===== src/hdl/nes_cpu_pkg.sv =====
// nes cpu glue package
// bus addresses, widths, dma state and the bus structs shared by the 2A03 glue

package nes_cpu_pkg;

    typedef logic [15:0] addr_t;
    typedef logic [7:0]  data_t;
    typedef logic [7:0]  dma_count_t;  // bytes still to move

    // who owns the system bus
    typedef enum logic [1:0]
    {
        DMA_IDLE  = 2'd0,   // core owns the bus
        DMA_START = 2'd1,   // dummy cycle
        DMA_READ  = 2'd2,
        DMA_WRITE = 2'd3
    } dma_state_e;

    // what the 6502 core drives
    typedef struct packed
    {
        addr_t address;
        data_t wdata;
        logic  rw;
        logic  sync;
    } cpu_bus_t;

    // what the chip drives onto the system bus
    typedef struct packed
    {
        addr_t address;
        data_t wdata;
        logic  rw;
        logic  sync;
    } sys_bus_t;

    localparam addr_t ADDRESS_OAMDMA  = 16'h4014;
    localparam addr_t ADDRESS_OAMDATA = 16'h2004;
    localparam addr_t ADDRESS_JOY1    = 16'h4016;

    localparam logic RW_READ  = 1'b1;
    localparam logic RW_WRITE = 1'b0;

    localparam dma_count_t OAM_DMA_LAST = 8'd255;  // 256 transfers

endpackage


===== src/hdl/oam_dma_fsm.sv =====
// OAM DMA state machine
// detects the 4014h write, walks start/read/write and holds the byte read

`timescale 1ns/100ps

module oam_dma_fsm
(
    input  logic                   i_clk,
    input  logic                   i_reset_n,
    input  logic                   i_clk_en,
    input  nes_cpu_pkg::cpu_bus_t  i_cpu_bus,
    input  nes_cpu_pkg::data_t     i_data,
    input  logic                   i_last,
    output nes_cpu_pkg::dma_state_e o_state,
    output logic                   o_load,
    output logic                   o_step,
    output nes_cpu_pkg::data_t     o_dma_data
);

    nes_cpu_pkg::dma_state_e r_state;
    nes_cpu_pkg::dma_state_e w_next_state;
    nes_cpu_pkg::data_t      r_dma_data;
    logic                    w_trigger;

    // core write to the dma register while it still owns the bus
    assign w_trigger = (r_state == nes_cpu_pkg::DMA_IDLE) &&
                       (i_cpu_bus.address == nes_cpu_pkg::ADDRESS_OAMDMA) &&
                       (i_cpu_bus.rw == nes_cpu_pkg::RW_WRITE);

    assign o_load = i_clk_en && w_trigger;
    assign o_step = i_clk_en && (r_state == nes_cpu_pkg::DMA_WRITE);

    always_comb
    begin
        w_next_state = r_state;
        case (r_state)
            nes_cpu_pkg::DMA_IDLE:
            begin
                if (w_trigger)
                begin
                    w_next_state = nes_cpu_pkg::DMA_START;
                end
            end
            nes_cpu_pkg::DMA_START:
                w_next_state = nes_cpu_pkg::DMA_READ;
            nes_cpu_pkg::DMA_READ:
                w_next_state = nes_cpu_pkg::DMA_WRITE;
            nes_cpu_pkg::DMA_WRITE:
            begin
                if (i_last)
                begin
                    w_next_state = nes_cpu_pkg::DMA_IDLE;  // 256th byte written
                end
                else
                begin
                    w_next_state = nes_cpu_pkg::DMA_READ;
                end
            end
            default:
                w_next_state = nes_cpu_pkg::DMA_IDLE;
        endcase
    end

    always_ff @(posedge i_clk)
    begin
        if (!i_reset_n)
        begin
            r_state <= nes_cpu_pkg::DMA_IDLE;
        end
        else if (i_clk_en)
        begin
            r_state <= w_next_state;
        end
    end

    // byte from the source page, written out on the next cycle
    always_ff @(posedge i_clk)
    begin
        if (i_clk_en && (r_state == nes_cpu_pkg::DMA_READ))
        begin
            r_dma_data <= i_data;
        end
    end

    assign o_state    = r_state;
    assign o_dma_data = r_dma_data;

endmodule


===== src/hdl/oam_dma_counter.sv =====
// OAM DMA address and byte counter
// source address within the page and the count of bytes left

`timescale 1ns/100ps

module oam_dma_counter
(
    input  logic               i_clk,
    input  logic               i_reset_n,
    input  logic               i_clk_en,
    input  logic               i_load,
    input  nes_cpu_pkg::data_t i_page,
    input  logic               i_step,
    output nes_cpu_pkg::addr_t o_address,
    output logic               o_last
);

    nes_cpu_pkg::addr_t      r_address;
    nes_cpu_pkg::dma_count_t r_count;

    always_ff @(posedge i_clk)
    begin
        if (!i_reset_n)
        begin
            r_count <= '0;
        end
        else if (i_clk_en)
        begin
            if (i_load)
            begin
                r_count <= nes_cpu_pkg::OAM_DMA_LAST;
            end
            else if (i_step)
            begin
                r_count <= r_count - 8'd1;
            end
        end
    end

    always_ff @(posedge i_clk)
    begin
        if (i_clk_en)
        begin
            if (i_load)
            begin
                r_address <= {i_page, 8'h00};  // start of page P
            end
            else if (i_step)
            begin
                r_address <= r_address + 16'd1;
            end
        end
    end

    assign o_address = r_address;
    assign o_last    = (r_count == '0);  // final pair in progress

endmodule


===== src/hdl/cpu_bus_mux.sv =====
// system bus mux
// picks core or dma as the bus driver and gates the core clock enable

`timescale 1ns/100ps

module cpu_bus_mux
(
    input  logic                    i_clk_en,
    input  nes_cpu_pkg::dma_state_e i_state,
    input  nes_cpu_pkg::cpu_bus_t   i_cpu_bus,
    input  nes_cpu_pkg::addr_t      i_dma_address,
    input  nes_cpu_pkg::data_t      i_dma_data,
    output nes_cpu_pkg::sys_bus_t   o_bus,
    output logic                    o_cpu_clk_en
);

    always_comb
    begin
        case (i_state)
            nes_cpu_pkg::DMA_START:
            begin
                o_bus.address = '0;  // dummy read
                o_bus.wdata   = '0;
                o_bus.rw      = nes_cpu_pkg::RW_READ;
                o_bus.sync    = 1'b0;
            end
            nes_cpu_pkg::DMA_READ:
            begin
                o_bus.address = i_dma_address;
                o_bus.wdata   = '0;
                o_bus.rw      = nes_cpu_pkg::RW_READ;
                o_bus.sync    = 1'b0;
            end
            nes_cpu_pkg::DMA_WRITE:
            begin
                o_bus.address = nes_cpu_pkg::ADDRESS_OAMDATA;
                o_bus.wdata   = i_dma_data;
                o_bus.rw      = nes_cpu_pkg::RW_WRITE;
                o_bus.sync    = 1'b0;
            end
            default:
            begin
                o_bus.address = i_cpu_bus.address;
                o_bus.wdata   = i_cpu_bus.wdata;
                o_bus.rw      = i_cpu_bus.rw;
                o_bus.sync    = i_cpu_bus.sync;
            end
        endcase
    end

    // core stalls for the whole transfer
    assign o_cpu_clk_en = (i_state == nes_cpu_pkg::DMA_IDLE) ? i_clk_en : 1'b0;

endmodule


===== src/hdl/joypad_port.sv =====
// controller port
// strobe latch and controller 1 read enable at 4016h

`timescale 1ns/100ps

module joypad_port
(
    input  logic                  i_clk,
    input  logic                  i_reset_n,
    input  logic                  i_cpu_clk_en,
    input  nes_cpu_pkg::cpu_bus_t i_cpu_bus,
    output logic                  o_out0,
    output logic                  o_oe1_n
);

    logic w_joy1_hit;
    logic r_out0;

    assign w_joy1_hit = (i_cpu_bus.address == nes_cpu_pkg::ADDRESS_JOY1);

    always_ff @(posedge i_clk)
    begin
        if (!i_reset_n)
        begin
            r_out0 <= 1'b0;
        end
        else if (i_cpu_clk_en && w_joy1_hit && (i_cpu_bus.rw == nes_cpu_pkg::RW_WRITE))
        begin
            r_out0 <= i_cpu_bus.wdata[0];  // strobe for both pads
        end
    end

    assign o_out0 = r_out0;

    // active low, same cycle as the read
    assign o_oe1_n = !(i_cpu_clk_en && w_joy1_hit &&
                       (i_cpu_bus.rw == nes_cpu_pkg::RW_READ));

endmodule


===== src/hdl/nes_cpu_bus.sv =====
// 2A03 bus glue top level
// OAM DMA engine, system bus ownership and the controller port

`timescale 1ns/100ps

module nes_cpu_bus
(
    input  logic                  i_clk,
    input  logic                  i_reset_n,
    input  logic                  i_clk_en,      // from the clock divider
    input  nes_cpu_pkg::cpu_bus_t i_cpu_bus,
    input  nes_cpu_pkg::data_t    i_data,
    output logic                  o_cpu_clk_en,  // to the 6502 core
    output nes_cpu_pkg::sys_bus_t o_bus,
    output logic                  o_out0,
    output logic                  o_oe1_n
);

    nes_cpu_pkg::dma_state_e w_dma_state;
    logic                    w_dma_load;
    logic                    w_dma_step;
    nes_cpu_pkg::data_t      w_dma_data;
    nes_cpu_pkg::addr_t      w_dma_address;
    logic                    w_dma_last;

    oam_dma_fsm u_oam_dma_fsm
    (
        .i_clk      (i_clk),
        .i_reset_n  (i_reset_n),
        .i_clk_en   (i_clk_en),
        .i_cpu_bus  (i_cpu_bus),
        .i_data     (i_data),
        .i_last     (w_dma_last),
        .o_state    (w_dma_state),
        .o_load     (w_dma_load),
        .o_step     (w_dma_step),
        .o_dma_data (w_dma_data)
    );

    oam_dma_counter u_oam_dma_counter
    (
        .i_clk     (i_clk),
        .i_reset_n (i_reset_n),
        .i_clk_en  (i_clk_en),
        .i_load    (w_dma_load),
        .i_page    (i_cpu_bus.wdata),  // page number written to 4014h
        .i_step    (w_dma_step),
        .o_address (w_dma_address),
        .o_last    (w_dma_last)
    );

    cpu_bus_mux u_cpu_bus_mux
    (
        .i_clk_en      (i_clk_en),
        .i_state       (w_dma_state),
        .i_cpu_bus     (i_cpu_bus),
        .i_dma_address (w_dma_address),
        .i_dma_data    (w_dma_data),
        .o_bus         (o_bus),
        .o_cpu_clk_en  (o_cpu_clk_en)
    );

    // gated enable keeps dma cycles away from the pads
    joypad_port u_joypad_port
    (
        .i_clk        (i_clk),
        .i_reset_n    (i_reset_n),
        .i_cpu_clk_en (o_cpu_clk_en),
        .i_cpu_bus    (i_cpu_bus),
        .o_out0       (o_out0),
        .o_oe1_n      (o_oe1_n)
    );

endmodule


===== config.mk =====
export PLATFORM = sky130hd
export DESIGN_NAME = nes_cpu_bus
export DESIGN_NICKNAME = d
export VERILOG_FILES = /design/src/hdl/nes_cpu_pkg.sv /design/src/hdl/oam_dma_fsm.sv /design/src/hdl/oam_dma_counter.sv /design/src/hdl/cpu_bus_mux.sv /design/src/hdl/joypad_port.sv /design/src/hdl/nes_cpu_bus.sv
export SDC_FILE = /design/constraint.sdc
export NUM_CORES = 1
export LEC_CHECK = 0
export ABC_AREA = 1
export BUFFER_PORTS_ARGS = -buffer_cell sky130_fd_sc_hd__buf_4
export CAP_MARGIN = 10
export CORE_AREA = 2 2 70 72
export DETAILED_ROUTE_END_ITERATION = 10
export DIE_AREA = 0 0 72 74
export PLACE_DENSITY = 0.78
export SLEW_MARGIN = 10
export SYNTH_ARGS = -nofsm -noshare
export SYNTH_HDL_FRONTEND = slang
export SYNTH_SLANG_ARGS = --single-unit

===== constraint.sdc =====
create_clock -name i_clk -period 2.3 [get_ports i_clk]
set_input_delay 0.46 -clock i_clk [delete_from_list [all_inputs] [get_ports i_clk]]
set_output_delay 0.46 -clock i_clk [all_outputs]
set_load 0.05 [all_outputs]

; Word level (Yosys, flattened, before mapping)
; Cells that the tools add are included.
[word_totals]
register_bits = 35
in_bits = 37
out_inout_bits = 29
elab_cells = 38
[op_classes]
add_sub_neg = 2
eq_ne = 6
n_mux = 9
n_bitwise = 1
n_reduce_logical = 14
[op_table]
columns = op, count
row1 = $pmux 26 s3, 1
row2 = $eq 16x15->1 const B, 2
row3 = $mux 16, 2
row4 = $add 16x1->16 const B, 1
row5 = $mux 8, 2
row6 = $logic_and 1x1->1, 8
row7 = $logic_not 8->1, 1
row8 = $pmux 2 s4, 1
row9 = $sub 8x1->8 const B, 1
row10 = $eq 2x2->1 const B, 2
row11 = $mux 2, 2
row12 = $reduce_and 2->1, 2
row13 = $eq 2x1->1 const B, 1
row14 = $logic_not 2->1, 1
row15 = $ne 2x2->1 const B, 1
row16 = $reduce_bool 2->1, 1
row17 = $logic_not 1->1, 1
row18 = $mux 1, 1
row19 = $not 1->1, 1

; Logic depth before layout (Yosys ltp)
[depth]
word_depth = 6
ltp_mapped = 11
depth_no_buf = 11

; Modules after synthesis
; Synthesis repeated with hierarchy kept, for this count alone.
[unflattened]
cells_unflattened = 360
area_unflattened_um2 = 2462.4
[by_module_without_submodules]
columns = mod, n_inst, cells_each, area_each_um2, seq_area_each_um2
row1 = oam_dma_counter, 1, 186, 1382.6, 640.6
row2 = cpu_bus_mux, 1, 96, 476.7, 0.0
row3 = oam_dma_fsm, 1, 42, 435.4, 280.3
row4 = joypad_port, 1, 36, 167.7, 20.0

; Worst setup path after synthesis
; No wires, ideal clock.
[synth_path]
kind = reg2out
startpoint = reg u_oam_dma_fsm.r_state[0], in the netlist u_oam_dma_fsm.o_state[0]
endpoint = out o_bus[10] in the netlist's numbering
t_arrival_ns = 2.184
slack_ns = -0.344
path_stages_with_launch = 6
path_buffers = 1
path_cell_list = dfxtp_1 inv_1 ha_1 clkinv_1 clkbuf_1 o21ai_0
[synth_rtl]
columns = item, line_no
row1 = from (decl), oam_dma_fsm.sv:20  ; nes_cpu_pkg::dma_state_e r_state;
row2 = from (signal assigned), oam_dma_fsm.sv:68  ; r_state <= nes_cpu_pkg::DMA_IDLE;
row3 = from (signal assigned), oam_dma_fsm.sv:72  ; r_state <= w_next_state;
row4 = to (decl), nes_cpu_bus.sv:14  ; output nes_cpu_pkg::sys_bus_t o_bus,

==> out/metrics.csv <==
stage,metric,value,unit
status,status,finished clean,
route,DR vias/cell,5.216,
placed_design,HPWL Detailed,4681,µm
power_and_ir_drop,PwrDens,470.7,mW/mm²
route,DR vias,2290,
layout,fin nets,428,
layout,Fillers,402,
global_routing,global route overflow,0,
die,starting density of the core,50.42,%
layout,layout cell share with drive strength beyond 1,26.49,%
worst_setup_path,Worst Path Required,1.84,ns
yosys,Synth Instances,314,
placed_design,Place WS,0.1660,ns
yosys,Synth Flop Type,edfxtp_1,
clocking,Post-CTS Hold Fix Bufs,0,
clocking,clock slew at reported path FFs,0.07,ns
power_and_ir_drop,P_leak,1.519,nW
global_routing,met1 usage,30.11,%
run,max cap viols,0,
global_routing,first-pass GRT wire length,9556,µm
yosys,largest cells by area after synthesis,"edfxtp_1 (31%), nand2_1 (12%), dfxtp_1 (9.5%), inv_1 (7.6%), nand3_1 (6.3%)",
power_and_ir_drop,sw frac,25.15,%
die,die width,72,µm
yosys,Ys Warns,0,
timing,setup ws final,0.1286,ns
timing,Worst Tran Pin Value,0.3962,ns
global_routing,vias in the first global route,2104,
layout,Final Util,65.99,%
global_routing,met2 Track Usage GR,38.79,%
clocking,H-tree Lvls,2,
yosys,Post-Syn Area,0.002318,mm²
power_and_ir_drop,Worst VDD drop,0.4652,mV
die,Die Footprint,0.005328,mm²
route,drt first-iter violations,100,
timing,RSZ-0062 raised after global routing,false,
route,TritonRoute pass-1 iters,4,
timing,Max Freq,460.5,MHz
route,drt wl/cell,13.37,µm
clocking,setup bufs post-CTS,0,
worst_setup_path,"slowest stage delay, CP",0.35,ns
route,total routed wirelength,5869,µm
global_routing,GR peak layer,met2,
worst_setup_path,crit path launch type,register,
die,Placeable Area,0.004598,mm²
yosys,Yosys top cell by area,edfxtp_1,
die,Die Height,74,µm
yosys,Async SR Flop Fraction,0,%
yosys,Post-synth top cells,"nand2_1 (76), inv_1 (47), nor2_1 (31)",
timing,period utilisation layout,94.41,%
global_routing,met3 layer usage reported by global route,4.878,%
yosys,Mapped Nets,358,
worst_setup_path,CP Cell Sequence,"inv_1, ha_1, inv_4, buf_8, nand2_1, o211ai_1, buf_4",
power_and_ir_drop,clock share of power,37.2,%
route,Routed Antenna Nets,0,
yosys,Post-synth EDFFs,24,
layout,Area growth syn-to-layout,30.87,%
clocking,post-cts gate resize count,2,
worst_setup_path,CP Max Fanout,18,
power_and_ir_drop,sw power,0.0003592,W
layout,Antenna diodes,0,
worst_setup_path,Setup CP Type,register to output port,
clocking,maximum clock insertion buffer count,2,
clocking,root buf cell,clkbuf_8,
timing,Slew HR,73.59,%
placed_design,routability congestion estimate,0.8771,
layout,storage element area,943.4,µm²
clocking,Skew-Pair Late Insertion Delay,0.29,ns
worst_setup_path,Worst setup EP type,output port,
timing,max-slew violation total from the final report,0,
placed_design,Buffers on Ports,65,
clocking,CTS tree,done,
timing,Setup Skew,0.004985,ns
die,Cell Rows,25,
timing,"Hold Vio Cnt, Final",0,
yosys,Mapped Avg Cell Area,7.384,µm²
clocking,total clock buffers created by CTS,5,
layout,multi-input combinational cell area,0.001176,mm²
yosys,#FFs+latches synth,35,
worst_setup_path,worst path arrival time,1.71,ns
power_and_ir_drop,Comb pwr share,16.1,%
route,DRC,0,
min_path,Hold Crit Class,primary input to register,
yosys,"Distinct cells, synth",29,
power_and_ir_drop,Pint,0.001069,W
timing,Final setup viols,0,
clocking,clock sinks,35,
timing,Tmin final,2.171,ns
global_routing,largest net degree at the start of global routing,19,
yosys,"Seq/Total Area, Yosys",40.58,%
global_routing,GRT Total Usage,23.34,%
yosys,top-count cell post-synth,nand2_1,
worst_setup_path,"Slowest-stage cell, CP",dfxtp_2,
power_and_ir_drop,sequential power share,46.7,%
die,I/O pin cnt,66,
yosys,top cell type's share of synthesized area,31.08,%
global_routing,initial antenna violation count,0,
[cell usage in the layout, fill, tap and decap left out, drive strengths merged, types with 7 or more instances in the layout]
cell type and instances:
a21oi 10, buf 70, dfxtp 11, edfxtp 24, ha 7, inv 51
nand2 78, nand3 33, nor2 38, nor3 7, o21ai 24, xor2 9
[area by class of cell]
cell class / count / share of cell area, %
Clock buffer: 5 / 2.268
Clock inverter: 3 / 1.278
Inverter: 51 / 6.392
Multi-Input combinational cell: 221 / 38.76
Sequential cell: 35 / 31.09
Tap cell: 54 / 2.227
Timing Repair Buffer: 70 / 17.98
[layer usage]
metal	share of wire [%]	wire length, µm
met5	0	0
met3	7.4	435
met4	2.3	137
met1	44	2558
met2	47	2737
[flip-flops by register name, indices dropped and copies added, names as in the netlist]
| signal | flops |
|---|---|
| u_oam_dma_fsm.o_dma_data | 8 |
| u_oam_dma_counter.o_address | 16 |
| u_joypad_port.o_out0 | 1 |
| u_oam_dma_counter.r_count | 8 |
| u_oam_dma_fsm.o_state | 2 |
[logic make-up after synthesis]
family | count (synthesis) | share of synthesized area [%]
and+or+nand+nor | 162 | 32.16
buffers and inverters | 58 | 10.09
AOI/OAI and AO/OA | 43 | 9.984
DFF | 35 | 40.58
xor gates and xnor gates | 9 | 3.400
adders and majority gates | 7 | 3.777
[stage by stage]
stage	TNS [ns]	hold WS, ns	cells	instance area [µm²]	power, W
4_1_cts	0	0.3411	439	3018	0.001437
3_3_place_gp	0	0.5116	431	2907	0.0009087
3_5_place_dp	0	0.5247	431	2907	0.0009106
2_1_floorplan	-1.509	0.4932	314	2344	0.0008065
5_1_grt	0	0.3408	439	3034	0.001466
6_report	0	0.3465	439	3034	0.001428
[worst max-delay path, delay by kind of cell, from the launching register on]
| kind | cells | cell delay [ns] |
|---|---|---|
| buffers and inverters | 4 | 0.59 |
| flip-flops | 1 | 0.35 |
| adder cells (fa/ha/maj) | 1 | 0.25 |
| AO/OA/AOI/OAI | 1 | 0.13 |
| AND/OR/NAND/NOR | 1 | 0.11 |
[path summary, 6_finish.rpt]
kind                                                        to                      from  slack, ns  depth (start not counted)
worst max-delay path                                 o_bus[23]  u_oam_dma_fsm.o_state[0]       0.13                          7
worst min-delay path               u_oam_dma_fsm.o_dma_data[5]                 i_data[5]       0.35                          1
worst max register to register  u_oam_dma_counter.o_address[2]  u_oam_dma_fsm.o_state[0]       0.40                          9
worst min register to register        u_oam_dma_fsm.o_state[0]  u_oam_dma_fsm.o_state[0]       0.52                          2
[power by group through the flow]
stage,sequential [W],clock [W],combinational [W]
2_1_floorplan,0.000680,0,0.000126
3_3_place_gp,0.000680,0,0.000229
3_5_place_dp,0.000680,0,0.000231
4_1_cts,0.000666,0.000539,0.000232
5_1_grt,0.000666,0.000558,0.000243
6_report,0.000666,0.000531,0.000231
Power figures use the tool's default switching activity.
